## config.mk

```make
export PLATFORM = sky130hd
export DESIGN_NAME = gpio
export DESIGN_NICKNAME = d
export VERILOG_FILES = /design/src/hdl/soc_pkg.sv /design/src/hdl/gpio.sv
export SDC_FILE = /design/constraint.sdc
export NUM_CORES = 1
export LEC_CHECK = 0
export BUFFER_PORTS_ARGS = -buffer_cell sky130_fd_sc_hd__buf_4
export CAP_MARGIN = 25
export CORE_MARGIN = 2
export CORE_UTILIZATION = 31
export CTS_CLUSTER_SIZE = 20
export DETAILED_ROUTE_END_ITERATION = 6
export PLACE_DENSITY_LB_ADDON = 0.3
export SLEW_MARGIN = 0
export SYNTH_ARGS = -nofsm -noshare
export SYNTH_HDL_FRONTEND = slang
export SYNTH_SLANG_ARGS = --single-unit
```

## constraint.sdc

```tcl
create_clock -name clk -period 1.43 [get_ports clk]
set_clock_uncertainty 0.15 [all_clocks]
set_input_delay 0.3575 -clock clk [delete_from_list [all_inputs] [get_ports clk]]
set_output_delay 0.3575 -clock clk [all_outputs]
set_load 0.02 [all_outputs]
```

## src/hdl/soc_pkg.sv

```systemverilog
// shared constants for the bus-side subsystem
// bus widths, address map regions and per-peripheral register offsets

package soc_pkg;

	// bus widths
	localparam int addr_w = 32;
	localparam int data_w = 32;

	// address bits 31:28 select the target
	localparam int region_w = 4;
	localparam logic [region_w-1:0] region_ram = 4'h0;
	localparam logic [region_w-1:0] region_gpio = 4'h9;
	localparam logic [region_w-1:0] region_timer = 4'ha;
	localparam logic [region_w-1:0] region_int = 4'hb;

	// word index inside a peripheral
	localparam int reg_a_w = 3;

	// gpio registers
	localparam logic [reg_a_w-1:0] gpio_reg_led = 3'd0;
	localparam logic [reg_a_w-1:0] gpio_reg_in = 3'd1;
	localparam logic [reg_a_w-1:0] gpio_reg_ctrl = 3'd2;

	// timer registers
	localparam logic [reg_a_w-1:0] timer_reg_ctrl = 3'd0;
	localparam logic [reg_a_w-1:0] timer_reg_period = 3'd1;
	localparam logic [reg_a_w-1:0] timer_reg_count = 3'd2;

	// interrupt unit registers
	localparam logic [reg_a_w-1:0] int_reg_mask = 3'd0;
	localparam logic [reg_a_w-1:0] int_reg_pending = 3'd1;

endpackage

```

## src/hdl/gpio.sv

```systemverilog
// gpio block
// led output register, switch and button readback,
// button rising-edge interrupt with enable and clear
`timescale 1ns/10ps

module gpio (
	input logic clk,
	input logic arst_n,
	input logic [soc_pkg::reg_a_w-1:0] a,
	input logic [soc_pkg::data_w-1:0] d,
	input logic we,
	output logic [soc_pkg::data_w-1:0] spo,
	input logic [1:0] btn,
	input logic [1:0] sw,
	output logic [3:0] led,
	output logic irq
);
	import soc_pkg::*;

	logic enable;
	logic pending;
	logic [1:0] btn_q;
	logic btn_rise;
	logic clr_pend;

	assign btn_rise = |(btn & ~btn_q);
	// ctrl bit 1 written as one clears the pending edge
	assign clr_pend = we && (a == gpio_reg_ctrl) && d[1];

	always_ff @(posedge clk or negedge arst_n) begin
		if (!arst_n) begin
			led <= 4'b0;
			enable <= 1'b0;
		end else if (we) begin
			if (a == gpio_reg_led) begin
				led <= d[3:0];
			end
			if (a == gpio_reg_ctrl) begin
				enable <= d[0];
			end
		end
	end

	// edge detector, a new edge beats a clear in the same cycle
	always_ff @(posedge clk or negedge arst_n) begin
		if (!arst_n) begin
			btn_q <= 2'b0;
			pending <= 1'b0;
		end else begin
			btn_q <= btn;
			if (enable && btn_rise) begin
				pending <= 1'b1;
			end else if (clr_pend) begin
				pending <= 1'b0;
			end
		end
	end

	assign irq = pending;

	// ctrl reads back enable in bit 0, pending in bit 1
	always_comb begin
		case (a)
			gpio_reg_led: spo = {{(data_w-4){1'b0}}, led};
			gpio_reg_in: spo = {{(data_w-4){1'b0}}, btn, sw};
			gpio_reg_ctrl: spo = {{(data_w-2){1'b0}}, pending, enable};
			default: spo = '0;
		endcase
	end

endmodule

```

Word level (Yosys, flattened, before mapping)

Cells that the tools add are included.

Register bits after elaboration: 8
Bits of input ports: 42
Output and inout bits: 37
Word-level logic and storage cells: 19

Eq/ne operators: 2
Muxes and demuxes: 3
Bitwise gates (word level): 2
Reduce and logical (&&, ||, !) cells: 8

Operator list:

| cell                                                | number |
|---|---|
| one-hot mux 4 bit (3 select lines)                  | 1 |
| AND reduction 2 bit                                 | 2 |
| equality test 3 x 1 -> 1 bit, second input constant | 1 |
| equality test 3 x 2 -> 1 bit, second input constant | 1 |
| logical AND 1 bit                                   | 3 |
| logical NOT 3 bit                                   | 1 |
| bitwise AND 2 bit                                   | 1 |
| 2-to-1 mux 1 bit                                    | 2 |
| NOT 2 bit                                           | 1 |
| nonzero test 2 bit                                  | 1 |
| OR reduction 2 bit                                  | 1 |

Logic depth before layout (Yosys ltp)

Gate-level depths: netlist (run 1).

Depth after elaboration: 5
Mapped depth: 4
Depth with buffers taken out: 3

Worst setup path after synthesis (run 1)

OpenSTA, ideal clock, no wires.

Kind: input-to-output
Start: input a[0] in the netlist's numbering
End: output spo[0] in the netlist's numbering
Arrival time: 1.201 ns
Required time: 0.923 ns
Setup slack: -0.278 ns
Stages on the path: 4
Path buffers: 1
Cell sequence: buf_6 > mux2i_1 > or2_2 > a21oi_1

Word-level cells in the longest chain between the ends: 2
Elaborated cells between the ends (all ways): 4
Classes of those cells: eq/ne (2); mux (1); reduce/logical (1)

Ends and longest elaborated chain:

| item                                                       | RTL line   | text |
|---|---|---|
| start, declared                                            | gpio.sv:9  | `input logic [soc_pkg::reg_a_w-1:0] a,` |
| equality test 3 x 2 -> 1 bit, or another cell as far along | gpio.sv:63 | `case (a)` |
| one-hot mux 4 bit (3 select lines) *                       | gpio.sv:63 |  |
| end, declared                                              | gpio.sv:12 | `output logic [soc_pkg::data_w-1:0] spo,` |

Mark *: on every way between the ends. The rest lies on a longest branch, timed or not.

Worst setup path in the final report (run 1)

Start: register led[1]
End: output spo[1] in the netlist's numbering

Word-level cells in the longest chain between the ends: 1

Ends and longest elaborated chain:

| item                               | RTL line   | text |
|---|---|---|
| start, declared                    | gpio.sv:15 | `output logic [3:0] led,` |
| start signal, assigned             | gpio.sv:36 | `led <= d[3:0];` |
| one-hot mux 4 bit (3 select lines) | gpio.sv:63 |  |

Every way passes these cells.

==> impl_metrics.tcl, run 1 <==
set metrics [dict create \
    status "complete, but fails checks" \
    violations "setup timing" \
    critPathLaunchType "flip-flop" \
    path_buf_inv 1 \
    core.rowCount 16 \
    final_hold_viol_count 0 \
    peakVddDrop_mv 0.712 \
    synth-main-ff-cell "dfrtp_1" \
    ant_nets 0 \
    yosysSeqAreaShare 0.316 \
    clock_latency_ns 0.25 \
    antenna_cells 0 \
    drtPass1Iterations 2 \
    port-buffer-count 22 \
    synth_edf_count 0 \
    crit_chain "mux2i_1, or2_4, a21oi_4, buf_6" \
    post-route-min-period_ns 1.65 \
    wirelength_mm 1.13 \
    die_w_um 49.2 \
    wire_per_inst_um 9.14 \
    setup_viol 4 \
    synth_area_um2 633 \
    post_synth.cell_area_avg_um2 10.0 \
    whs_path_depth 1 \
    path_max_fanout 2 \
    vias 470 \
    grt_max_degree 9 \
    worst_path_max_delay_cell "dfrtp_1" \
    drc 0 \
    track_usage 0.0959 \
    timing.fmax_ghz 0.608 \
    grt_pass1_wl_mm 1.79 \
    drive_gt1_frac 0.515 \
    ctsHtreeMaxLevel 1 \
    cts_tree "built" \
    path_class "flip-flop to primary output" \
    grt_pass1_vias 450 \
    period_share 1.15 \
    grt_antenna_before_repair 0 \
    layout.cells.most_common "conb_1" \
    cp_num_cells 4 \
    arrival_ns 1.14 \
    fp.coreArea_um2 1940 \
    hp-class "input port to flip-flop" \
    async_flop_share 1.00 \
    fin_tns_setup_ns -0.619 \
    ys_ff_latch 8 \
    start_util 0.326 \
    root_buffer "clkbuf_4" \
    maxCapViolCount 0 \
    slew_viol_final 0 \
    post-dp-hpwl_um 951 \
    clock-sinks 8 \
    utilization 0.477 \
    overflow 0 \
    cts_buffer_depth 2 \
    path_clk_slew_ns 0.05 \
    ff2ff_path_depth 2 \
    synthToLayoutAreaGrowth_pct 46.2 \
    syn_inst 63 \
    timing.final.ws_setup_ns -0.215 \
    cts-buffers-inserted 3 \
    vias_per_cell 3.79 \
    slowest_delay_ns 0.34 \
    p_leak_nw 0.481 \
    layout_common_cells "conb_1 (28), buf_4 (22), dfrtp_1 (8), buf_6 (8), mux2_4 (4)" \
    worst_ep_required_time_ns 0.92 \
    crit_family "flip-flops" \
    layout.nets 141 \
    cp-end-kind "primary output" \
    place_congestion 0.695 \
    synth_cell_types 16 \
    dieArea_um2 2420 \
    die_h_um 49.2 \
    rsz0062_at_grt "true" \
    p_per_area_nw_per_um2 943 \
    first_iter_violations 2 \
    io_pins 79 \
    yosysWarnings 0 \
]
==> repair_timing <==
action | CTS | global route
endpoints found under the setup margin | 4 | 12
setup buffers | 3 | 0
hold buffers | 1 | 0
cloned | 0 | 0
endpoints found under the hold margin | 8 | 0
pin swaps | 5 | 2
resized for setup | 8 | 5
==> synth_stat cells (all sizes together), types with 2 or more instances <==
library cell | instances | area share
buf | 29 | 0.35
dfrtp | 8 | 0.32
mux2 | 5 | 0.089
mux2i | 4 | 0.063
nand2 | 3 | 0.018
a21oi | 2 | 0.016
inv | 2 | 0.012
nor3 | 2 | 0.016
or2 | 2 | 0.020
==> routing by layer <==
metal,part of all wire,wire length (um),vias up,GRT usage
li1,-,-,220,-
met1,0.36,408,216,0.103
met2,0.51,580,32,0.162
met3,0.11,130,2,0.0215
met4,0.012,14,0,0.0714
met5,0,0,-,0
==> through the flow <==
step,setup slack (ns),area [um^2],hold slack (ns),std cells,power (W)
finish,-0.215,926,0.0882,124,0.000874
global route,-0.282,926,0.0784,124,0.000921
detailed placement,-0.218,822,0.0326,117,0.000645
global placement,-0.227,822,0.0289,117,0.000642
CTS,-0.227,907,0.0790,124,0.000862
floorplan,-0.121,788,-0.0881,90,0.000560
==> power by group <==
group	internal (W)	switching [W]	total, W
clock	0.0000956	0.0000700	0.000166
sequential	0.000265	0.0000260	0.000291
combinational	0.000213	0.000204	0.000417
total	0.000574	0.000300	0.000874
==> kinds of logic after synthesis <==
| family | after synthesis | share of synthesized area |
|---|---|---|
| other | 1 | 0.00592 |
| buffers and inverters | 31 | 0.362 |
| multiplexers | 9 | 0.152 |
| AO/OA/AOI/OAI | 4 | 0.0395 |
| flip-flops | 8 | 0.316 |
| AND/OR/NAND/NOR | 10 | 0.124 |
==> final timing paths <==
| kind | slack (ns) | start | end |
|---|---|---|---|
| setup / recovery | -0.22 | led[1]$_DFFE_PN0P_ | spo[1] |
| hold / removal | 0.09 | btn[0] | btn_q[0]$_DFF_PN0_ |
| setup reg to reg | 0.39 | led[3]$_DFFE_PN0P_ | led[3]$_DFFE_PN0P_ |
| hold reg to reg | 0.40 | enable$_DFFE_PN0P_ | irq$_DFFE_PN0P_ |
| max in group asynchronous | 0.69 | arst_n | btn_q[0]$_DFF_PN0_ |
| min in group asynchronous | 0.31 | arst_n | enable$_DFFE_PN0P_ |
==> registers in the layout, indices dropped and copies added, names as in the netlist <==
signal,count
irq,1
btn_q,2
led,4
enable,1
==> area by class of cell <==
class / instances / area, um^2
Fill cell: 197 / 1020
Multi-Input combinational cell: 51 / 362
Timing Repair Buffer: 33 / 300
Sequential cell: 8 / 200
Tap cell: 27 / 33.8
Clock buffer: 3 / 22.5
Inverter: 2 / 7.51
Note: power is estimated with default switching activity, not from simulation.
==> run 2: changes to the inputs <==
--- a/config.mk
+++ b/config.mk
@@ -12,6 +12,7 @@
 export CTS_CLUSTER_SIZE = 20
 export DETAILED_ROUTE_END_ITERATION = 6
 export PLACE_DENSITY_LB_ADDON = 0.3
+export RECOVER_POWER = 50
 export SLEW_MARGIN = 0
 export SYNTH_ARGS = -nofsm -noshare
 export SYNTH_HDL_FRONTEND = slang
==> run 2 against run 1 <==
The flow still finishes with violations (setup timing). Die area unchanged. Combinational power decreased by 1%. Non-clock buffer count unchanged. Clock-buffer cell count unchanged. Sequential share of layout area increased by 0.27 points. Wire length decreased by 0.44%. Power decreased by 0.55%. Setup slack got worse by 0.0016 ns. Hold slack improved by 0.030 ns. Via count decreased by 0.21%.
==> impl_metrics.tcl, run 2 (synthesis gave the netlist of run 1 again) <==
set metrics [dict create \
    final_hold_viol_count 0 \
    worst_ep_required_time_ns 0.92 \
    clock-sinks 8 \
    slew_viol_final 0 \
    grt_pass1_vias 450 \
    root_buffer "clkbuf_4" \
    fp.coreArea_um2 1940 \
    worst_path_max_delay_cell "dfrtp_1" \
    violations "setup timing" \
    first_iter_violations 0 \
    rsz0062_at_grt "true" \
    synthToLayoutAreaGrowth_pct 44.5 \
    hp-class "input port to flip-flop" \
    crit_family "flip-flops" \
    period_share 1.15 \
    peakVddDrop_mv 0.712 \
    setup_viol 4 \
    wire_per_inst_um 9.10 \
    timing.fmax_ghz 0.607 \
    grt_pass1_wl_mm 1.79 \
    die_h_um 49.2 \
    post-route-min-period_ns 1.65 \
    ant_nets 0 \
    antenna_cells 0 \
    layout.nets 141 \
    ctsHtreeMaxLevel 1 \
    status "complete, but fails checks" \
    start_util 0.326 \
    hold_slack_ns 0.118 \
    cp-end-kind "primary output" \
    crit_chain "mux2i_1, or2_4, a21oi_4, buf_6" \
    p_per_area_nw_per_um2 950 \
    grt_max_degree 9 \
    top_regs "led (4), btn_q (2)" \
    die_w_um 49.2 \
    wirelength_mm 1.13 \
    layout.cells.most_common "conb_1" \
    layout_common_cells "conb_1 (28), buf_4 (19), dfrtp_1 (8), buf_6 (8), mux2_4 (4)" \
    regMostFlops "led" \
    fin_tns_setup_ns -0.621 \
    maxCapViolCount 0 \
    drtPass1Iterations 1 \
    slowest_delay_ns 0.35 \
    core.rowCount 16 \
    port-buffer-count 22 \
    power.total_w 0.000869 \
    critPathLaunchType "flip-flop" \
    timing.final.ws_setup_ns -0.217 \
    arrival_ns 1.14 \
    path_clk_slew_ns 0.05 \
    cts-buffers-inserted 3 \
    track_usage 0.0959 \
    cts_buffer_depth 2 \
    largest_reg_flops 4 \
    drive_gt1_frac 0.485 \
    path_buf_inv 1 \
    vias_per_cell 3.78 \
    cts_tree "built" \
    place_congestion 0.695 \
    io_pins 79 \
    path_class "flip-flop to primary output" \
    dieArea_um2 2420 \
    grt_antenna_before_repair 0 \
    path_max_fanout 2 \
    overflow 0 \
    dpl_cell_area_um2 822 \
    vias 469 \
    post-dp-hpwl_um 951 \
    p_leak_nw 0.470 \
    finalInstanceArea_um2 915 \
    clock_latency_ns 0.25 \
    drc 0 \
]
## run 2: final timing paths
| check | start | to | depth (start not counted) | slack, ns |
|---|---|---|---|---|
| setup / recovery | led[1]$_DFFE_PN0P_ | spo[1] | 4 | -0.22 |
| hold / removal | btn[0] | btn_q[0]$_DFF_PN0_ | 1 | 0.12 |
| setup reg to reg | led[3]$_DFFE_PN0P_ | led[3]$_DFFE_PN0P_ | 2 | 0.39 |
| hold reg to reg | enable$_DFFE_PN0P_ | irq$_DFFE_PN0P_ | 1 | 0.40 |
| max in group asynchronous | arst_n | btn_q[0]$_DFF_PN0_ | 2 | 0.42 |
| min in group asynchronous | arst_n | enable$_DFFE_PN0P_ | 2 | 0.41 |
## run 2: layout make-up
type / count / area (um^2)
fillers: 202 / 1030
multi-input cells: 51 / 362
repair buffers: 33 / 289
flip-flops and latches: 8 / 200
well taps: 27 / 33.8
clock buffers: 3 / 22.5
inverters: 2 / 7.51
## run 2: what timing repair did
action                                  4_1_cts  5_1_grt
pin swaps                                     5        2
hold buffers                                  1        0
buffers inserted                              3        0
endpoints found under the setup margin        4       12
resized for setup                             8        5
endpoints found under the hold margin         8        0
## run 2: power breakdown
| group | internal (W) | switching (W) | total, W | leakage [nW] |
|---|---|---|---|---|
| clock network | 0.0000955 | 0.0000691 | 0.000165 | 0.0138 |
| registers | 0.000265 | 0.0000259 | 0.000291 | 0.0928 |
| logic | 0.000209 | 0.000204 | 0.000413 | 0.363 |
| total | 0.000570 | 0.000299 | 0.000869 | 0.470 |
## run 2: per-layer routing
| metal | global-route usage | routed length (um) |
|---|---|---|
| met1 | 0.103 | 399 |
| met2 | 0.162 | 582 |
| met3 | 0.0215 | 131 |
| met4 | 0.0714 | 14 |
| met5 | 0 | 0 |
## run 2: per-stage QoR
step	setup slack, ns	util	std cells
detailed placement	-0.218	0.423	117
global route	-0.282	0.471	124
floorplan	-0.121	-	90
CTS	-0.227	0.467	124
finish	-0.217	0.471	124
global placement	-0.227	0.423	117
