===== src/hdl/soc_pkg.sv =====
// shared constants for the bus-side subsystem
// bus widths, address map regions and per-peripheral register offsets

package soc_pkg;

	// bus widths
	localparam int addr_w = 32;
	localparam int data_w = 32;

	// address bits 31:28 select the target
	localparam int region_w = 4;
	localparam logic [region_w-1:0] region_ram = 4'h0;
	localparam logic [region_w-1:0] region_gpio = 4'h9;
	localparam logic [region_w-1:0] region_timer = 4'ha;
	localparam logic [region_w-1:0] region_int = 4'hb;

	// word index inside a peripheral
	localparam int reg_a_w = 3;

	// gpio registers
	localparam logic [reg_a_w-1:0] gpio_reg_led = 3'd0;
	localparam logic [reg_a_w-1:0] gpio_reg_in = 3'd1;
	localparam logic [reg_a_w-1:0] gpio_reg_ctrl = 3'd2;

	// timer registers
	localparam logic [reg_a_w-1:0] timer_reg_ctrl = 3'd0;
	localparam logic [reg_a_w-1:0] timer_reg_period = 3'd1;
	localparam logic [reg_a_w-1:0] timer_reg_count = 3'd2;

	// interrupt unit registers
	localparam logic [reg_a_w-1:0] int_reg_mask = 3'd0;
	localparam logic [reg_a_w-1:0] int_reg_pending = 3'd1;

endpackage


===== src/hdl/interrupt_unit.sv =====
// interrupt unit
// 2-bit mask and pending view, cpu external interrupt request
// with timer priority, reply clears the latched gpio edge
`timescale 1ns/10ps

module interrupt_unit (
	input logic clk,
	input logic arst_n,
	input logic [soc_pkg::reg_a_w-1:0] a,
	input logic [soc_pkg::data_w-1:0] d,
	input logic we,
	output logic [soc_pkg::data_w-1:0] spo,
	input logic i_timer,
	input logic i_gpio,
	input logic eip_reply,
	output logic eip,
	output logic eip_istimer
);
	import soc_pkg::*;

	// bit 0 timer, bit 1 gpio
	logic [1:0] mask;
	logic [1:0] pending;
	logic gpio_pend;
	logic i_gpio_q;

	always_ff @(posedge clk or negedge arst_n) begin
		if (!arst_n) begin
			mask <= 2'b0;
		end else if (we && a == int_reg_mask) begin
			mask <= d[1:0];
		end
	end

	// gpio level stays high until software clears it at the gpio,
	// so only its rising edge is latched here
	always_ff @(posedge clk or negedge arst_n) begin
		if (!arst_n) begin
			i_gpio_q <= 1'b0;
			gpio_pend <= 1'b0;
		end else begin
			i_gpio_q <= i_gpio;
			if (i_gpio && !i_gpio_q) begin
				gpio_pend <= 1'b1;
			end else if (eip_reply) begin
				gpio_pend <= 1'b0;
			end
		end
	end

	// timer bit tracks the timer itself
	assign pending = {gpio_pend, i_timer};

	assign eip = |(pending & mask);
	assign eip_istimer = pending[0] & mask[0];

	always_comb begin
		case (a)
			int_reg_mask: spo = {{(data_w-2){1'b0}}, mask};
			int_reg_pending: spo = {{(data_w-2){1'b0}}, pending};
			default: spo = '0;
		endcase
	end

endmodule


===== config.mk =====
export PLATFORM = sky130hd
export DESIGN_NAME = interrupt_unit
export DESIGN_NICKNAME = d
export VERILOG_FILES = /design/src/hdl/soc_pkg.sv /design/src/hdl/interrupt_unit.sv
export SDC_FILE = /design/constraint.sdc
export NUM_CORES = 1
export LEC_CHECK = 0
export BUFFER_PORTS_ARGS = -buffer_cell sky130_fd_sc_hd__buf_2
export CAP_MARGIN = 20
export CORE_MARGIN = 4
export CORE_UTILIZATION = 25
export DETAILED_ROUTE_END_ITERATION = 12
export PLACE_DENSITY = 0.75
export SLEW_MARGIN = 20
export SYNTH_ARGS = -nofsm -noshare
export SYNTH_HDL_FRONTEND = slang
export SYNTH_SLANG_ARGS = --single-unit

===== constraint.sdc =====
create_clock -name clk -period 1 [get_ports clk]
set_clock_uncertainty 0.1 [all_clocks]
set_input_delay 0.15 -clock clk [delete_from_list [all_inputs] [get_ports clk]]
set_output_delay 0.15 -clock clk [all_outputs]
set_load 0.01 [all_outputs]

Word-level counts from Yosys, hierarchy flattened
Cells that the tools add are included.

Bitwise logic cells: 2. Reduce and logical (&&, ||, !) cells: 6. Mux-type cells: 3. Eq/ne operators: 1.

Operator list (number): 2-bit case mux with 2 select lines (1); 3-bit by 1-bit equality test with 1-bit output (second input constant) (1); 3-bit logical NOT (1); 2-bit bitwise AND (1); 1-bit logical AND (2); 1-bit 2-to-1 mux (2); 2-bit nonzero test (1); 2-bit OR reduction (1); 1-bit bitwise AND (1); 1-bit logical NOT (1).

Word-level logic and storage cells: 15. Register bits: 4.

Longest topological paths before layout
Gate-level depths: netlist (run 1).

Depth in word-level cells: 3. Depth in mapped cells: 2. Depth with buffers taken out: 2.

Least setup slack after synthesis (run 1)
Ideal clock, no wire load.

Path kind: input to register. From: in a[1] (netlist name). To: reg mask[0]. Data arrival time: 0.761 ns. Path slack: 0.011 ns. Path buffers: 0. Stages: 2. Setup time: 0.128 ns. Path through: nor4b_4 -> mux2_1.

Longest elaborated chain between the ends: 2.

Ends and longest elaborated chain: start, declared (RTL line interrupt_unit.sv:9) `input logic [soc_pkg::reg_a_w-1:0] a,`; 3-bit logical NOT (RTL line interrupt_unit.sv:30) `end else if (we && a == int_reg_mask) begin`; 1-bit logical AND (RTL line interrupt_unit.sv:30); end signal, assigned (RTL line interrupt_unit.sv:31) `mask <= d[1:0];`; end, declared (RTL line interrupt_unit.sv:22) `logic [1:0] mask;`.

Every way passes these cells. A chain may end at the register's enable or synchronous reset.

Worst setup path in the final report (run 1)
From: reg mask[0]. To: out eip.

Longest elaborated chain between the ends: 2.

Ends and longest elaborated chain: 2-bit bitwise AND (RTL line interrupt_unit.sv:54) `assign eip = |(pending & mask);`; 2-bit OR reduction (RTL line interrupt_unit.sv:54); end, declared (RTL line interrupt_unit.sv:16) `output logic eip,`.

Every way passes these cells.

==> metrics, run 1 <==
die area=2460 µm²; PnR worst setup slack=-0.284 ns; total power=600 µW; via count=302; mapped cell area=433 µm²; Detailed Route WL=736 µm; outcome=complete, but fails checks; clock slew at reported path FFs=0.04 ns; RSZ-0062 raised after global routing=true; largest net degree at the start of global routing=5; Finished Layout Cells=87; Ys Warns=0; Starting Density=27.5%; Inserted Clock Buffers=3; WL/cell=8.46 µm; post-route clock period utilization=128%; synth unique cells=11; hold_ws=0.0417 ns; drt first-iter violations=3; # setup viols final=4; Max Cap Violations=0; ANT cells=0; Clock Power Share=32.8%; clock sinks=4; DR pass1 iterations=2; # IOs=75; Max H-tree Level=1; Crit Path Class=register to output pin; slowest stage delay, CP=0.38 ns; sum of net half-perimeters after detailed placement=662 µm; Switching Fraction=31.2%; area occupied by multi-input gates=211 µm²; CTS tree=done; Power Dens Cells=1190 nW/µm²; Syn-to-layout area delta=16.8%; antenna violation net count after detailed routing=0; failing checks=setup timing; fin. max-slew vios=0; placed insts=79; DRC=0; Filler cells=185; critical path data required time=0.75 ns; share of the synthesized area in the top cell type=52.0%; Crit path max-delay family=flip-flops; grt ovf=0; FF+latch count, synth=4; arrival time worst endpoint=1.03 ns; Buf/Inv on CP=1; Slowest-stage cell, CP=dfrtp_1; vias in the first global route=239; combinational group share of total power=33.4%; layout cell share with drive strength beyond 1=33.8%; GP Congestion=0.657; P_sw=187 µW; Synth area leaders=buf_4, dfrtp_1, nor4b_4; Final Hold Viols=0; Setup TNS Final=-0.945 ns; num rows=14; sequential share of power=33.8%; Synth Instances=47; worst-path maximum fanout=3; Pleak=0.000310 µW; Overall Global Routing Usage=5.84%; first-pass GRT wire length=1040 µm; CTS root buf=clkbuf_4; Max Freq=779 MHz; crit-path cells=and2_4, a21o_1, buf_2; Avg Cell Area, Syn=9.21 µm²; HP Class=input port to register; Die Span X=49.6 µm; Core Region=1580 µm²; I/O Buffers=14; Int Power=413 µW; Critical Path Start Type=register; Net count, final=114; Synth area leader=buf_4; register area share after synthesis=23.1%; Tmin final=1.28 ns; clock latency on the worst-skew pair=0.23 ns; Crit. End Element=output pin; Vias per Instance=3.47; VDD IR max=0.801 mV; initial antenna violation count=0; FF+latch area=100 µm²; Die Ht=49.6 µm; Bufs on Longest Clock Path=2
metal layers:
metal  vias to the layer above  wire length, µm  global-route usage [%]  part of all wire (%)
met5                         -                0                       0                     0
met4                         0                0                    1.38                     0
met3                         0              141                    6.02                    19
met2                        30              379                    9.69                    51
met1                       132              216                    4.75                    29
li1                        140                -                       -                     -
synth_stat cells:
master	instances
mux2_1	2
mux2i_1	2
buf_4	30
nor4b_4	1
dfrtp_1	4
nor3_1	2
inv_1	2
and2_1	1
conb_1	1
o22ai_1	1
a21o_1	1
logic make-up (layout without fill, tap and decap cells):
family / after synthesis / after routing / share of synthesized area, %
buf+inv: 32 / 27 / 53.8
mux: 4 / 4 / 9.83
flops: 4 / 4 / 23.1
simple gates: 4 / 4 / 9.25
compound gates: 2 / 2 / 3.18
other cells: 1 / 30 / 0.866
final timing paths:
check	startpoint	end	slack [ns]	cells after the start
setup / recovery	mask[0]$_DFFE_PN0P_	eip	-0.28	3
hold / removal	d[1]	mask[1]$_DFFE_PN0P_	0.04	2
setup reg to reg	mask[0]$_DFFE_PN0P_	mask[0]$_DFFE_PN0P_	0.11	1
hold reg to reg	i_gpio_q$_DFF_PN0_	gpio_pend$_DFFE_PN0P_	0.33	1
max in group asynchronous	arst_n	gpio_pend$_DFFE_PN0P_	0.53	2
min in group asynchronous	arst_n	mask[0]$_DFFE_PN0P_	0.15	2
repair_timing:
item | 4_1_cts | 5_1_grt
setup buffers | 1 | 1
hold buffers | 3 | 0
pin swaps | 1 | 0
resized for setup | 2 | 0
endpoints found under the hold margin | 6 | 0
endpoints found under the setup margin | 4 | 4
power groups by stage:
stage / Sequential [µW] / Clock, µW / Combinational [µW]
2_1_floorplan: 199 / 0 / 191
3_5_place_dp: 205 / 0 / 165
6_report: 203 / 197 / 200
4_1_cts: 203 / 208 / 194
3_3_place_gp: 202 / 0 / 163
5_1_grt: 206 / 225 / 220
placed cells by master (no fill, tap or decap):
master / instances
nor4b_4: 1
buf_6: 1
mux2_1: 2
buf_4: 5
conb_1: 30
buf_2: 13
mux2i_1: 2
o22ai_1: 1
inv_1: 2
dlygate4sd3_1: 3
dfrtp_1: 4
and2_4: 1
nor3_1: 2
clkbuf_4: 3
a21o_1: 1
area by class of cell:
class | instances | share of cell area [%]
tap | 16 | 3.96
timing repair buffer | 22 | 28.5
clock buffer | 3 | 4.46
multi-input combinational | 40 | 41.8
inverter | 2 | 1.49
sequential | 4 | 19.8
registers in the layout, summed over array words and instances, names as in the netlist:
register and count:
gpio_pend 1, mask 2, i_gpio_q 1
per-stage QoR:
| step | cell area [µm²] | worst slack (ns) | util (%) |
|---|---|---|---|
| 2_1_floorplan | 542 | 0.0111 | - |
| 3_3_place_gp | 429 | -0.148 | 27.2 |
| 3_5_place_dp | 429 | -0.186 | 27.2 |
| 4_1_cts | 498 | -0.299 | 31.6 |
| 5_1_grt | 505 | -0.333 | 32.1 |
| 6_report | 505 | -0.284 | 32.1 |
No activity file was read; power rests on OpenSTA's default activity.
==> run 2, diff against run 1 <==
CAP_MARGIN = not set   (was 20)
CORE_MARGIN = 3   (was 4)
==> run 2 against run 1 <==
Compared with the run above:
- the flow still finishes with violations (setup timing)
- first-iteration DRC count is 33% lower
- sequential cell count stayed put
- worst hold slack worse by 0.0080 ns
- non-clock buffer count is 2 lower
- core utilization is 1.0 points lower
- clock-buffer cell count stayed put
- critical path depth stayed put
- sequential share of layout area is 0.87 points higher
- fmax is 0.34% higher
- die area is 7.9% lower
- largest cell class unchanged
- largest power group unchanged
==> metrics, run 2 (same netlist as run 1, synthesis figures left out) <==
outcome=complete, but fails checks; failing checks=setup timing; Core Region=1560 µm²; Vias per Instance=3.31; clock slew at reported path FFs=0.04 ns; WL/cell=7.74 µm; layout cell share with drive strength beyond 1=31.9%; Die Ht=47.6 µm; DR pass1 iterations=2; critical path data required time=0.75 ns; Power Dens Cells=1190 nW/µm²; fin. max-slew vios=0; die area=2270 µm²; # IOs=75; first-pass GRT wire length=883 µm; CTS tree=done; # setup viols final=4; Crit path max-delay family=flip-flops; drt first-iter violations=2; commonest non-fill, non-tap cell in the layout=conb_1; FF+latch area=100 µm²; CTS root buf=clkbuf_4; Buf/Inv on CP=1; final instance area=484 µm²; post-CTS setup buffer count=0; Largest regs=mask: 2 flops, gpio_pend: 1 flops, i_gpio_q: 1 flops; final core utilization=31.1%; hold_ws=0.0337 ns; P_sw=179 µW; Net count, final=112; Max Freq=782 MHz; HP Class=input port to register; area occupied by multi-input gates=211 µm²; Bufs on Longest Clock Path=2; arrival time worst endpoint=1.03 ns; grt ovf=0; initial antenna violation count=0; vias in the first global route=238; Max H-tree Level=1; Filler cells=173; Pleak=0.000298 µW; placed instance area=429 µm²; Max Cap Violations=0; Overall Global Routing Usage=6.11%; Starting Density=27.8%; via count=281; RSZ-0062 raised after global routing=true; sum of net half-perimeters after detailed placement=598 µm; post-route clock period utilization=128%; Inserted Clock Buffers=3; Clock Power Share=33.7%; max reg flops=2; Detailed Route WL=658 µm; Setup TNS Final=-0.814 ns; I/O Buffers=14; worst slack at placement=-0.158 ns; num rows=14; clock sinks=4; worst-path maximum fanout=3; Syn-to-layout area delta=11.8%; Die Span X=47.6 µm; Final Hold Viols=0; VDD IR max=0.656 mV; clock latency on the worst-skew pair=0.23 ns; Crit. End Element=output pin; GP Congestion=0.657; combinational group share of total power=31.0%; Int Power=396 µW; antenna violation net count after detailed routing=0; DRC=0; Critical Path Start Type=register; Crit Path Class=register to output pin; slowest stage delay, CP=0.38 ns; ANT cells=0; crit-path cells=and2_4, a21o_1, buf_2; Slowest-stage cell, CP=dfrtp_1; Switching Fraction=31.1%; Tmin final=1.28 ns; Most flops, register=mask; PnR worst setup slack=-0.279 ns; sequential share of power=35.3%; most frequent cells in the layout=conb_1, buf_2, dfrtp_1; largest net degree at the start of global routing=5
[run 2: cell types whose count changed in the layout (fill, tap and decap cells not counted)]
cell,before,now
buf_2,13,14
buf_4,5,3
buf_6,1,0
[run 2: layer usage]
metal	vias to the layer above	global-route usage [%]	share of wire, %
li1	135	-	-
met1	119	4.28	30
met2	27	10.7	52
met3	0	5.64	18
met4	0	3.23	0
met5	-	0	0
[run 2: cell type report]
class / instances / share of cell area, %
inverter: 2 / 1.55
tap: 16 / 4.13
clock buffer: 3 / 4.65
sequential: 4 / 20.7
multi-input combinational: 40 / 43.7
timing repair buffer: 20 / 25.3
[run 2: power groups by stage]
stage,clock (µW),sequential [µW],combinational [µW]
after floorplan,0,199,191
after global placement,0,204,161
after detailed placement,0,205,165
after CTS,206,203,178
after global routing,232,206,202
final,194,203,178
[run 2: path summary, 6_finish.rpt]
kind                       slack (ns)  cells past startpoint                     to           startpoint
hold / removal                   0.03                      2    mask[0]$_DFFE_PN0P_                 d[0]
max in group asynchronous        0.53                      2     i_gpio_q$_DFF_PN0_               arst_n
min in group asynchronous        0.15                      2    mask[0]$_DFFE_PN0P_               arst_n
setup / recovery                -0.28                      3                    eip  mask[0]$_DFFE_PN0P_
setup reg to reg                 0.11                      1    mask[1]$_DFFE_PN0P_  mask[1]$_DFFE_PN0P_
hold reg to reg                  0.34                      1  gpio_pend$_DFFE_PN0P_   i_gpio_q$_DFF_PN0_
[run 2: repair_timing]
item,4_1_cts,5_1_grt
endpoints found under the hold margin,6,0
hold buffers,3,0
gates resized for setup,1,0
setup endpoints to repair,4,4
pin swaps,1,0
[run 2: through the flow]
| step | power [µW] | std cells |
|---|---|---|
| final | 575 | 85 |
| after global routing | 640 | 85 |
| after CTS | 588 | 85 |
| after detailed placement | 370 | 79 |
| after global placement | 365 | 79 |
| after floorplan | 390 | 76 |
==> run 3, diff against run 2 <==
ABC_AREA = 1   (was not set)
PLACE_DENSITY = 0.74   (was 0.75)
clock period = 1.3 ns   (was 1 ns; I/O delays follow)
==> run 3 against run 2 <==
Compared with the run above:
- the run now ends clean
- global-route usage fell by 0.38 points
- non-clock buffer count is 4 lower
- cell count grew 16%
==> metrics, run 3 <==
outcome=finished, final reports clean; sum of net half-perimeters after detailed placement=585 µm; Clock Power Share=35.3%; Synth area leaders=buf_4, dfrtp_1, nand2_1; Die Ht=48.1 µm; layout cell share with drive strength beyond 1=26.7%; Starting Density=27.8%; VDD IR max=0.445 mV; largest net degree at the start of global routing=8; register area share after synthesis=22.6%; placed insts=94; Crit. End Element=output pin; Synth Flop Type=dfrtp_1; worst-path maximum fanout=2; slowest stage delay, CP=0.34 ns; most instantiated cells after synthesis=buf_4, nand2_1, inv_1, dfrtp_1, nand3_1; DRC=0; Finished Layout Cells=99; Crit path max-delay family=flip-flops; Max Cap Violations=0; DR pass1 iterations=4; Die Span X=48.1 µm; critical path data required time=1.00 ns; Core Region=1590 µm²; combinational group share of total power=29.1%; P_sw=139 µW; sequential share of power=35.7%; I/O Buffers=14; Vias per Instance=3.21; Max Freq=839 MHz; initial antenna violation count=0; Int Power=282 µW; vias in the first global route=253; # IOs=75; max reg flops=2; post-CTS setup buffer count=0; PnR worst setup slack=0.108 ns; WL met3=124 µm; synth unique cells=12; CTS root buf=clkbuf_4; Inserted Clock Buffers=3; Switching Fraction=33.0%; Detailed Route WL=659 µm; die area=2310 µm²; FF+latch area=100 µm²; count leader, synth=buf_4; GP Congestion=0.707; Slowest-stage cell, CP=dfrtp_1; share of the synthesized area in the top cell type=50.8%; clock slew at reported path FFs=0.04 ns; post-route clock period utilization=91.7%; Synth Instances=57; ys async rst share=100%; placed instance area=427 µm²; Crit Path Class=register to output pin; fin. max-slew vios=0; final instance area=469 µm²; CTS tree=done; Avg Cell Area, Syn=7.77 µm²; Final Hold Viols=0; Ys Warns=0; Overall Global Routing Usage=5.73%; first-pass GRT wire length=876 µm; area occupied by multi-input gates=208 µm²; most frequent cells in the layout=conb_1, buf_2, nand2_1; Filler cells=182; via count=318; Syn-to-layout area delta=5.93%; mapped cell area=443 µm²; worst slack at placement=0.209 ns; met1 WL=248 µm; Setup TNS Final=0 ns; number of synthesized flops with an enable pin=0; grt ovf=0; antenna violation net count after detailed routing=0; Pleak=0.000293 µW; Critical Path Start Type=register; crit-path cells=inv_1, o21ai_1, buf_2; Tmin final=1.19 ns; # setup viols final=0; HP Class=input port to register; arrival time worst endpoint=0.90 ns; commonest non-fill, non-tap cell in the layout=conb_1; clock sinks=4; clock latency on the worst-skew pair=0.23 ns; Largest regs=mask: 2 flops, gpio_pend: 1 flops, i_gpio_q: 1 flops; drt first-iter violations=5; Most flops, register=mask; Bufs on Longest Clock Path=2; metal2 WL=286 µm; WL/cell=6.66 µm; Buf/Inv on CP=2; num rows=14; RSZ-0062 raised after global routing=false; ANT cells=0; Max H-tree Level=1; Net count, final=118; Synth area leader=buf_4; Top Layer Used=met3; Power Dens Cells=896 nW/µm²; FF+latch count, synth=4
==> run 3: area by class of cell <==
class / count / area share [%]
flip-flops and latches: 4 / 21.3
repair buffers: 16 / 19.2
well taps: 24 / 6.40
clock buffers: 3 / 4.80
inverters: 5 / 4.00
multi-input cells: 47 / 44.3
==> run 3: timing repair <==
action | CTS | global route
hold buffers | 2 | 0
hold endpoints to repair | 5 | 0
endpoints found under the setup margin | 0 | 1
resized for setup | 0 | 1
==> run 3: worst paths after layout <==
check | startpoint | cells after the start | endpoint | slack [ns]
hold reg to reg | i_gpio_q$_DFF_PN0_ | 1 | gpio_pend$_DFFE_PN0P_ | 0.34
hold / removal | eip_reply | 2 | gpio_pend$_DFFE_PN0P_ | 0.04
setup reg to reg | gpio_pend$_DFFE_PN0P_ | 2 | gpio_pend$_DFFE_PN0P_ | 0.55
min in group asynchronous | arst_n | 2 | i_gpio_q$_DFF_PN0_ | 0.19
setup / recovery | gpio_pend$_DFFE_PN0P_ | 3 | eip | 0.11
max in group asynchronous | arst_n | 2 | mask[1]$_DFFE_PN0P_ | 0.78
==> run 3: stage by stage <==
stage	util, %	hold slack, ns	total power, µW
2_1_floorplan	-	-0.201	295
4_1_cts	29.4	0.0259	429
3_5_place_dp	26.8	-0.0934	268
3_3_place_gp	26.8	-0.0972	266
6_report	29.4	0.0371	421
5_1_grt	29.4	0.0330	467
==> run 3: layer usage <==
metal | vias to the layer above | GRT usage [%]
li1 | 154 | -
met1 | 129 | 5.32
met2 | 35 | 9.76
met3 | 0 | 4.43
met4 | 0 | 1.61
met5 | - | 0
==> run 3: cell families after synthesis <==
| family | after synthesis | synth area share, % |
|---|---|---|
| buffers and inverters | 35 | 55.1 |
| and+or+nand+nor | 14 | 16.9 |
| AOI/OAI and AO/OA | 3 | 4.52 |
| DFF | 4 | 22.6 |
| other | 1 | 0.847 |
==> run 3: power groups by stage <==
stage / logic [µW] / registers, µW / clock network [µW]
floorplan: 145 / 150 / 0
global placement: 115 / 151 / 0
detailed placement: 116 / 152 / 0
CTS: 121 / 150 / 158
global route: 144 / 152 / 171
finish: 122 / 150 / 148
