[config.mk]
export PLATFORM = sky130hd
export DESIGN_NAME = mem_mapper
export DESIGN_NICKNAME = d
export VERILOG_FILES = /design/src/hdl/soc_pkg.sv /design/src/hdl/mem_mapper.sv
export SDC_FILE = /design/constraint.sdc
export NUM_CORES = 1
export LEC_CHECK = 0
export ABC_AREA = 1
export BUFFER_PORTS_ARGS = -buffer_cell sky130_fd_sc_hd__buf_2
export CAP_MARGIN = 30
export CORE_AREA = 4 4 118 120
export DETAILED_ROUTE_END_ITERATION = 16
export DIE_AREA = 0 0 122 124
export PLACE_DENSITY = 0.53
export SYNTH_ARGS = -nofsm -noshare
export SYNTH_HDL_FRONTEND = slang
export SYNTH_SLANG_ARGS = --single-unit
[constraint.sdc]
create_clock -name vclk -period 1.41
set_clock_uncertainty 0.05 [all_clocks]
set_input_delay 0.141 -clock vclk [all_inputs]
set_output_delay 0.141 -clock vclk [all_outputs]
set_load 0.01 [all_outputs]
[src/hdl/soc_pkg.sv]
// shared constants for the bus-side subsystem
// bus widths, address map regions and per-peripheral register offsets

package soc_pkg;

	// bus widths
	localparam int addr_w = 32;
	localparam int data_w = 32;

	// address bits 31:28 select the target
	localparam int region_w = 4;
	localparam logic [region_w-1:0] region_ram = 4'h0;
	localparam logic [region_w-1:0] region_gpio = 4'h9;
	localparam logic [region_w-1:0] region_timer = 4'ha;
	localparam logic [region_w-1:0] region_int = 4'hb;

	// word index inside a peripheral
	localparam int reg_a_w = 3;

	// gpio registers
	localparam logic [reg_a_w-1:0] gpio_reg_led = 3'd0;
	localparam logic [reg_a_w-1:0] gpio_reg_in = 3'd1;
	localparam logic [reg_a_w-1:0] gpio_reg_ctrl = 3'd2;

	// timer registers
	localparam logic [reg_a_w-1:0] timer_reg_ctrl = 3'd0;
	localparam logic [reg_a_w-1:0] timer_reg_period = 3'd1;
	localparam logic [reg_a_w-1:0] timer_reg_count = 3'd2;

	// interrupt unit registers
	localparam logic [reg_a_w-1:0] int_reg_mask = 3'd0;
	localparam logic [reg_a_w-1:0] int_reg_pending = 3'd1;

endpackage

[src/hdl/mem_mapper.sv]
// physical address decoder for the system bus
// routes one access to ram, gpio, timer or interrupt unit,
// muxes read data and ready back, flags unmapped accesses
`timescale 1ns/10ps

module mem_mapper #(
	parameter int RAM_DEPTH = 10
) (
	input logic [soc_pkg::addr_w-1:0] a,
	input logic [soc_pkg::data_w-1:0] d,
	input logic we,
	input logic rd,
	output logic [soc_pkg::data_w-1:0] spo,
	output logic ready,
	output logic bus_err,

	output logic [RAM_DEPTH-1:0] ram_a,
	output logic [soc_pkg::data_w-1:0] ram_d,
	output logic ram_we,
	output logic ram_rd,
	input logic [soc_pkg::data_w-1:0] ram_spo,
	input logic ram_ready,

	output logic [soc_pkg::reg_a_w-1:0] reg_a,
	output logic [soc_pkg::data_w-1:0] reg_d,
	output logic gpio_we,
	output logic timer_we,
	output logic int_we,
	input logic [soc_pkg::data_w-1:0] gpio_spo,
	input logic [soc_pkg::data_w-1:0] timer_spo,
	input logic [soc_pkg::data_w-1:0] int_spo
);
	import soc_pkg::*;

	logic sel_ram;
	logic sel_gpio;
	logic sel_timer;
	logic sel_int;
	logic access;

	assign access = we | rd;

	// one-hot select from the top nibble
	always_comb begin
		sel_ram = 1'b0;
		sel_gpio = 1'b0;
		sel_timer = 1'b0;
		sel_int = 1'b0;
		case (a[addr_w-1 -: region_w])
			region_ram: sel_ram = 1'b1;
			region_gpio: sel_gpio = 1'b1;
			region_timer: sel_timer = 1'b1;
			region_int: sel_int = 1'b1;
			default: ;
		endcase
	end

	// byte address to word index, bits 1:0 dropped
	assign ram_a = a[RAM_DEPTH+1:2];
	assign ram_d = d;
	assign ram_we = we & sel_ram;
	assign ram_rd = rd & sel_ram;

	assign reg_a = a[reg_a_w+1:2];
	assign reg_d = d;
	assign gpio_we = we & sel_gpio;
	assign timer_we = we & sel_timer;
	assign int_we = we & sel_int;

	// return path
	always_comb begin
		spo = '0;
		ready = 1'b0;
		bus_err = 1'b0;
		if (sel_ram) begin
			spo = ram_spo;
			// ram writes finish at once, reads wait for the ram
			ready = we | ram_ready;
		end else if (sel_gpio) begin
			spo = gpio_spo;
			ready = access;
		end else if (sel_timer) begin
			spo = timer_spo;
			ready = access;
		end else if (sel_int) begin
			spo = int_spo;
			ready = access;
		end else begin
			// unmapped: answer with zero and flag it
			ready = access;
			bus_err = access;
		end
	end

endmodule

# After elaboration in Yosys (flattened, before gate mapping)
# Cells that the tools add are included.
classes:
  n_eq_ne: 3
  muxes: 13
  bitwise_logic: 7
  reduce_logical: 1
op_table:
  columns: ["cell", "n"]
  rows:
  - ["$mux 32", 4]
  - ["$eq 4x4->1 const B", 3]
  - ["$mux 1", 9]
  - ["$and 1x1->1", 5]
  - ["$logic_not 4->1", 1]
  - ["$or 1x1->1", 2]
totals:
  ff_bits: 0
  elab_cells: 24

# Logic depth before layout (Yosys ltp)
# Gate-level depths: netlist (run 1).
depth:
  depth_word: 6
  depth_mapped: 6
  mapped_depth_nobuf: 4

# Worst setup path before layout (run 1)
# OpenSTA, ideal clock, no wires.
synth_timing:
  path_type: "in2out"
  from: "in a[31] (netlist bit)"
  to: "out spo[10] (netlist bit)"
  arrival_time_ps: 826
  required_ps: 1219
  setup_slack_ps: 393
  path_stages: 6
  path_buffers: 2
  cell_sequence: "inv_2 -> nor2_4 -> buf_4 -> buf_2 -> nand3_1 -> nand4_1"
synth_between:
  elab_chain_len: 6
  word_cells_on_any_way: 12
  cone_classes: "eq/ne: 3; mux: 8; reduce/logical: 1"
synth_lines:
  columns: ["item", "line", "text"]
  rows:
  - ["start, declared", "mem_mapper.sv:9", "input logic [soc_pkg::addr_w-1:0] a,"]
  - ["$eq 4x4->1", "mem_mapper.sv:49", "case (a[addr_w-1 -: region_w])"]
  - ["$mux 1", "mem_mapper.sv:49", null]
  - ["$mux 32", "mem_mapper.sv:85", "end else if (sel_int) begin"]
  - ["$mux 32", "mem_mapper.sv:82", "end else if (sel_timer) begin"]
  - ["$mux 32", "mem_mapper.sv:79", "end else if (sel_gpio) begin"]
  - ["$mux 32 *", "mem_mapper.sv:75", "if (sel_ram) begin"]
  - ["end, declared", "mem_mapper.sv:13", "output logic [soc_pkg::data_w-1:0] spo,"]
# Every way passes the cells marked *; elsewhere a longest branch is shown, timed or not.

# Worst setup path after layout (run 1)
layout_timing:
  from: "in a[31] (netlist bit)"
  to: "out spo[31] (netlist bit)"
# The elaborated chain is that of the path after synthesis.

==> results of run 1 <==
final cells by class:
type / instances / area (sq um)
Antenna cell: 2 / 5.00
Fill cell: 1569 / 10700
Inverter: 6 / 22.5
Multi-Input combinational cell: 179 / 956
Tap cell: 176 / 220
Timing Repair Buffer: 186 / 1070
cell usage in the layout (no fill, tap or decap):
cell / instances
buf_2: 174
o21ai_0: 1
nand4_1: 32
inv_1: 3
o21ai_1: 1
inv_2: 3
diode_2: 2
nand2_1: 4
nor2_1: 6
nor3_1: 1
buf_4: 3
buf_12: 9
nand3_1: 128
nor2_4: 5
nor4_1: 1
stage by stage:
step                setup slack (ns)  std cells  utilization
global route                 0.00453        549        0.175
detailed placement            0.0750        547        0.175
finish                        0.0752        549        0.175
CTS                           0.0661        547        0.175
floorplan                      0.393        287            -
global placement              0.0900        547        0.175
critical path, delay by kind of cell:
| family | cells | cell delay, ns |
|---|---|---|
| buf+inv | 4 | 0.59 |
| simple gates | 3 | 0.39 |
cell families after synthesis:
kind of cell,synth area share
simple gates,0.558
compound gates,0.00598
buf+inv,0.436
routing by layer:
| layer | global-route usage | part of all wire | vias up |
|---|---|---|---|
| met4 | 0.0434 | 0.048 | 2 |
| met1 | 0.106 | 0.36 | 1064 |
| met3 | 0.0191 | 0.10 | 47 |
| li1 | - | - | 1123 |
| met2 | 0.168 | 0.48 | 144 |
| met5 | 0 | 0.00085 | - |
worst max-delay path by stage:
stage / slack, ns / cells past startpoint / startpoint / end
6_report: 0.08 / 7 / a[31] / spo[31]
5_1_grt: 0.005 / 7 / a[29] / spo[0]
4_1_cts: 0.07 / 7 / a[29] / spo[0]
3_5_place_dp: 0.08 / 7 / a[29] / spo[0]
3_3_place_gp: 0.09 / 7 / a[29] / spo[0]
2_1_floorplan: 0.39 / 6 / a[31] / spo[10]
power by group:
part	internal [W]	switching (W)	leakage (nW)	total [W]
combinational	0.000275	0.000301	1.12	0.000577
sequential	0	0	0	0
clock	0.000000000190	0	0.0000127	0.000000000190
total	0.000275	0.000301	1.12	0.000577
==> results.py, run 1 <==
metrics = {
    "grt": {
        "gr-usage-all-layers": 0.0936,
        "grt_max_degree": 51,
        "grt_pass1_wl_um": 11300,
        "antenna_found_initial": 3,
        "grt_pass1_vias": 2088,
        "grt_overflow": 0,
    },
    "timing": {
        "tightest_slew_ns": 0.274,
        "hold_violations": 0,
        "min_period_ns": 1.33,
        "holdWs_ns": 0.232,
        "fin_setup_tns_ns": 0,
        "drv_slew": 0,
        "fin_crit_sh": 0.947,
        "rsz0062_at_grt": "no",
        "setup_viol": 0,
        "slew_headroom": 0.816,
        "max_freq_ghz": 0.749,
    },
    "detailed_routing": {
        "drc_errors": 0,
        "postRouteAntennaNets": 0,
        "vias": 2380,
        "wl_per_cell_um": 15.0,
        "vias_per_cell": 4.34,
        "drt_iter0_markers": 56,
        "drt_first_pass_iters": 5,
        "routed_wl_um": 8240,
    },
    "worst_setup_path": {
        "path_common_cell": "buf_2",
        "cp-start-kind": "input port",
        "path_cells": "buf_2 -> inv_2 -> nor2_4 -> buf_12 -> nand3_1 -> nand4_1 -> buf_2",
        "path_class": "input port to output port",
        "worst-path-max-fanout": 50,
        "critPathSlowestCell": "buf_12",
        "end_kind": "output port",
        "max_stage_delay_ns": 0.23,
        "arrival_ns": 1.14,
        "cp_data_required_time_ns": 1.22,
    },
    "floorplanning": {
        "std_cell_rows": 42,
        "dieHeight_um": 124,
        "start_util": 0.129,
        "die-area_sq_mm": 0.0151,
        "ios": 311,
        "core_sq_mm": 0.0130,
        "fp.dieW_um": 122,
    },
    "finish": {
        "seq_area_sq_um": 0,
        "area_growth_syn_to_layout_pct": 36.1,
        "drive_above_1_share": 0.523,
        "nNetsFinal": 568,
        "final.clkbuf_count": 0,
        "design.seq.count": 0,
        "fin_area_sq_mm": 0.00228,
    },
    "clock_tree": {
        "post_cts_buffers": 0,
        "cts-hold-fix-buffers": 0,
        "cts-resized-gates": 0,
    },
    "place": {
        "placement.cell_area_sq_mm": 0.00227,
        "gp_congestion": 0.707,
        "dp.final_hpwl_um": 6570,
        "port_buffers": 174,
    },
    "logic_synthesis": {
        "yosys_warnings": 0,
        "netlist_area_sq_mm": 0.00167,
        "ys_seq_area_frac": 0,
        "yosysTopAreaCell": "nand3_1",
        "synth_top_area_share": 0.383,
        "ys_types": 15,
        "synth_fp_nets": 482,
        "synth_common_cells": "128 x nand3_1, 81 x buf_4, 32 x nand4_1, 16 x buf_2, 7 x nor2_1",
        "yosysMostFrequentCell": "nand3_1",
        "yosys-top-cells-area": "nand3_1 38%, buf_4 36%, nand4_1 12%",
        "avgSynthCellArea_sq_um": 5.83,
        "netlist_instances": 287,
    },
    "power_and_ir_drop": {
        "p_leak_nw": 1.12,
        "cellPowerDensity_mw_per_mm2": 253,
        "p_total_w": 0.000577,
        "ir_drop_mv": 0.0754,
    },
    "min_path": {
        "hold_class": "input port to output port",
        "whs_endpoint": "ram_a[8]",
        "hold_start": "a[10]",
        "hold_path_depth": 0,
    },
    "run": {
        "maxCapViolations": 0,
    },
    "status": {
        "status": "finished, final reports clean",
    },
}
Power figures use the tool's default switching activity.
==> inputs of run 2 (changes only) <==
==> config.mk (replaced) <==
export PLATFORM = sky130hd
export DESIGN_NAME = mem_mapper
export DESIGN_NICKNAME = d
export VERILOG_FILES = /design/src/hdl/soc_pkg.sv /design/src/hdl/mem_mapper.sv
export SDC_FILE = /design/constraint.sdc
export NUM_CORES = 1
export LEC_CHECK = 0
export ABC_AREA = 1
export CAP_MARGIN = 30
export CORE_AREA = 4 4 119 121
export DETAILED_ROUTE_END_ITERATION = 16
export DIE_AREA = 0 0 123 125
export DONT_BUFFER_PORTS = 1
export PLACE_DENSITY = 0.32
export SYNTH_ARGS = -nofsm -noshare
export SYNTH_HDL_FRONTEND = slang
export SYNTH_SLANG_ARGS = --single-unit
==> results.py, run 2 (same netlist as run 1, synthesis figures left out) <==
metrics = {
    "status": {
        "status": "finished, final reports clean",
    },
    "place": {
        "placement.cell_area_sq_mm": 0.00135,
        "placed_cells": 373,
        "port_buffers": 0,
        "gp_congestion": 0.671,
        "dp.final_hpwl_um": 5490,
    },
    "grt": {
        "grt_max_degree": 53,
        "grt_pass1_vias": 1754,
        "grt_overflow": 0,
        "antenna_found_initial": 0,
        "grt_pass1_wl_um": 9430,
        "gr-usage-all-layers": 0.0757,
    },
    "floorplanning": {
        "core_sq_mm": 0.0131,
        "start_util": 0.128,
        "fp.dieW_um": 123,
        "die-area_sq_mm": 0.0154,
        "dieHeight_um": 125,
        "std_cell_rows": 42,
        "ios": 311,
    },
    "power_and_ir_drop": {
        "ir_drop_mv": 0.150,
        "cellPowerDensity_mw_per_mm2": 229,
        "p_total_w": 0.000309,
        "p_leak_nw": 0.378,
    },
    "worst_setup_path": {
        "arrival_ns": 0.92,
        "critPathSlowestCell": "buf_12",
        "max_stage_delay_ns": 0.23,
        "cp_top_family": "simple AND/OR/NAND/NOR gates",
        "cp_data_required_time_ns": 1.22,
        "cp-start-kind": "input port",
        "path_cells": "inv_2 -> nor2_4 -> buf_12 -> nand3_1 -> nand4_1",
        "path_buf_inv": 2,
        "path_class": "input port to output port",
        "end_kind": "output port",
        "path_depth": 5,
        "worst-path-max-fanout": 52,
    },
    "finish": {
        "nNetsFinal": 394,
        "fin_area_sq_mm": 0.00135,
        "final_cell_mix": "128 x nand3_1, 32 x nand4_1, 6 x nor2_1, 6 x buf_12, 6 x buf_4",
        "seq_area_sq_um": 0,
        "antenna_cells": 0,
        "final_cells": 373,
        "fillCellCount": 1534,
        "design.seq.count": 0,
        "area_growth_syn_to_layout_pct": -19.1,
        "final.clkbuf_count": 0,
        "drive_above_1_share": 0.102,
        "multiInputGateArea_sq_um": 946,
        "final_common_cell": "nand3_1",
    },
    "min_path": {
        "hold_class": "input port to output port",
        "hold_path_depth": 0,
    },
    "timing": {
        "holdWs_ns": 0.232,
        "slew_headroom": 0.644,
        "setup_viol": 0,
        "fin_setup_tns_ns": 0,
        "drv_slew": 0,
        "min_period_ns": 1.11,
        "fin_crit_sh": 0.785,
        "hold_violations": 0,
        "rsz0062_at_grt": "no",
        "tightest_slew_ns": 0.530,
        "max_freq_ghz": 0.903,
    },
    "detailed_routing": {
        "postRouteAntennaNets": 0,
        "routed_wl_um": 6580,
        "vias_per_cell": 4.55,
        "vias": 1698,
        "drt_first_pass_iters": 4,
        "wl_per_cell_um": 17.6,
        "drt_iter0_markers": 52,
        "drc_errors": 0,
    },
    "clock_tree": {
        "cts-hold-fix-buffers": 0,
        "post_cts_buffers": 0,
        "cts-resized-gates": 0,
    },
    "run": {
        "maxCapViolations": 0,
    },
}
[run 2: cell types whose count changed in the layout (fill, tap and decap cells not counted)]
cell / previous run / this run
buf_4: 3 / 6
buf_2: 174 / 0
diode_2: 2 / 0
nor2_4: 5 / 3
nor2_2: 0 / 2
buf_12: 9 / 6
[run 2: path summary, 6_finish.rpt]
| kind | slack (ns) | endpoint | startpoint |
|---|---|---|---|
| max | 0.30 | spo[24] | a[31] |
| min | 0.23 | ram_a[7] | a[9] |
[run 2: area by class of cell]
cell class | instances | area share
multi-input cells | 179 | 0.699
well taps | 176 | 0.163
repair buffers | 12 | 0.122
inverters | 6 | 0.0166
[run 2: per-layer routing]
layer	track usage	share of wire	wire (um)
met3	0.0172	0.12	805
met4	0.0228	0.023	152
met5	0	0	0
met2	0.144	0.52	3420
met1	0.0813	0.34	2200
[run 2: per-stage QoR]
| step | worst slack [ns] | util |
|---|---|---|
| 3_3_place_gp | 0.290 | 0.103 |
| 3_5_place_dp | 0.285 | 0.103 |
| 5_1_grt | 0.208 | 0.103 |
| 4_1_cts | 0.284 | 0.103 |
| 2_1_floorplan | 0.393 | - |
| 6_report | 0.303 | 0.103 |
[run 2: where the power goes]
part	leakage, nW	internal, W	switching (W)
Sequential	0	0	0
Clock	0	0	0
Combinational	0.378	0.0000960	0.000213
Total	0.378	0.0000960	0.000213
==> inputs of run 3 (changes only) <==
--- a/config.mk
+++ b/config.mk
@@ -11,7 +11,7 @@
 export DETAILED_ROUTE_END_ITERATION = 16
 export DIE_AREA = 0 0 123 125
 export DONT_BUFFER_PORTS = 1
-export PLACE_DENSITY = 0.32
+export PLACE_DENSITY = 0.33
 export SYNTH_ARGS = -nofsm -noshare
 export SYNTH_HDL_FRONTEND = slang
 export SYNTH_SLANG_ARGS = --single-unit
==> constraint.sdc (replaced) <==
create_clock -name vclk -period 1
set_clock_uncertainty 0.05 [all_clocks]
set_input_delay 0.1 -clock vclk [all_inputs]
set_output_delay 0.1 -clock vclk [all_outputs]
set_load 0.01 [all_outputs]
==> results.py, run 3 (same netlist as run 1, synthesis figures left out) <==
metrics = {
    "worst_setup_path": {
        "cp_data_required_time_ns": 0.85,
        "worst-path-max-fanout": 7,
        "startpoint": "a[31]",
        "arrival_ns": 0.84,
        "cp-start-kind": "input port",
        "path_class": "input port to output port",
        "end_kind": "output port",
        "critPathSlowestCell": "nand4_1",
        "path_cells": "inv_8 -> nor2_4 -> buf_12 -> clkbuf_16 -> nand3_1 -> nand4_1",
        "max_stage_delay_ns": 0.18,
        "cp_top_family": "simple AND/OR/NAND/NOR gates",
        "path_buf_inv": 3,
    },
    "power_and_ir_drop": {
        "power_switching_w": 0.000389,
        "cellPowerDensity_mw_per_mm2": 362,
        "ir_drop_mv": 0.178,
        "clockPowerShare": 0,
        "seqPwrFrac": 0,
        "p_leak_nw": 0.537,
        "p_int_w": 0.000265,
        "p_sw_frac": 0.595,
        "combPwrFrac": 1.000,
    },
    "min_path": {
        "whs_endpoint": "ram_a[5]",
        "hold_start": "a[7]",
        "hold_class": "input port to output port",
        "hold_path_depth": 0,
    },
    "floorplanning": {
        "std_cell_rows": 42,
        "die-area_sq_mm": 0.0154,
        "fp.dieW_um": 123,
        "dieHeight_um": 125,
        "start_util": 0.128,
        "core_sq_mm": 0.0131,
        "ios": 311,
    },
    "grt": {
        "gr-usage-all-layers": 0.0823,
        "grt_pass1_wl_um": 9810,
        "grt_overflow": 0,
        "antenna_found_initial": 0,
        "grt_pass1_vias": 1740,
        "grt_max_degree": 53,
    },
    "run": {
        "maxCapViolations": 0,
    },
    "finish": {
        "final_common_cell": "nand3_1",
        "design.seq.count": 0,
        "multiInputGateArea_sq_mm": 0.00106,
        "final.clkbuf_count": 0,
        "final_cell_mix": "112 x nand3_1, 32 x nand4_1, 14 x nand3_2",
        "area_growth_syn_to_layout_pct": 8.00,
        "seq_area_sq_um": 0,
        "nNetsFinal": 410,
        "antenna_cells": 0,
        "fillCellCount": 1498,
        "fin_area_sq_mm": 0.00181,
        "drive_above_1_share": 0.254,
        "final_cells": 389,
    },
    "detailed_routing": {
        "drc_errors": 0,
        "wl_per_cell_um": 23.0,
        "vias": 1895,
        "vias_per_cell": 4.87,
        "postRouteAntennaNets": 0,
        "routed_wl_um": 8960,
        "drt_first_pass_iters": 4,
        "drt_iter0_markers": 94,
    },
    "timing": {
        "setup_viol": 0,
        "slew_headroom": 0.827,
        "drv_slew": 0,
        "hold_violations": 0,
        "tightest_slew_ns": 0.257,
        "min_period_ns": 0.994,
        "max_freq_ghz": 1.01,
        "fin_crit_sh": 0.994,
        "rsz0062_at_grt": "yes",
    },
    "status": {
        "status": "finished, final reports clean",
    },
    "place": {
        "port_buffers": 0,
        "placed_cells": 376,
        "dp.final_hpwl_um": 5830,
        "gp_congestion": 0.662,
        "placement.cell_area_sq_mm": 0.00145,
    },
    "clock_tree": {
        "cts-hold-fix-buffers": 0,
    },
}
[run 3: layout make-up]
cell class,instances,area share
timing repair buffer,28,0.277
inverter,6,0.0166
tap,176,0.122
multi-input combinational,179,0.584
[run 3: worst max-delay path by stage]
stage,to,slack (ns),cells after the start
6_report,spo[14],0.006,6
3_3_place_gp,spo[24],-0.008,5
4_1_cts,spo[24],0.003,5
3_5_place_dp,spo[24],-0.02,5
5_1_grt,spo[7],-0.06,6
2_1_floorplan,spo[10],0.06,6
[run 3: stage by stage]
step	total power, W	util	worst slack [ns]	setup TNS [ns]	hold slack, ns
6_report	0.000654	0.138	0.00557	0	0.150
5_1_grt	0.000704	0.138	-0.0617	-0.868	0.150
4_1_cts	0.000503	0.111	0.00317	0	0.150
3_5_place_dp	0.000502	0.111	-0.0205	-0.0205	0.150
3_3_place_gp	0.000486	0.111	-0.00762	-0.00762	0.150
2_1_floorplan	0.000630	-	0.0645	0	0.204
[run 3: what timing repair did]
item | in CTS | in global routing
cloned | 0 | 11
buffers inserted | 0 | 2
resized for setup | 0 | 30
pin swaps | 1 | 18
endpoints found under the setup margin | 1 | 23
[run 3: metal layers]
metal | track usage | share of wire
met4 | 0.0391 | 0.044
met1 | 0.0871 | 0.37
met2 | 0.155 | 0.49
met5 | 0 | 0
met3 | 0.0140 | 0.099
[run 3: power by group through the flow]
stage,Sequential [W],Combinational (W),Clock (W)
5_1_grt,0,0.000704,0
6_report,0,0.000654,0
2_1_floorplan,0,0.000630,0
4_1_cts,0,0.000503,0
3_5_place_dp,0,0.000502,0
3_3_place_gp,0,0.000486,0
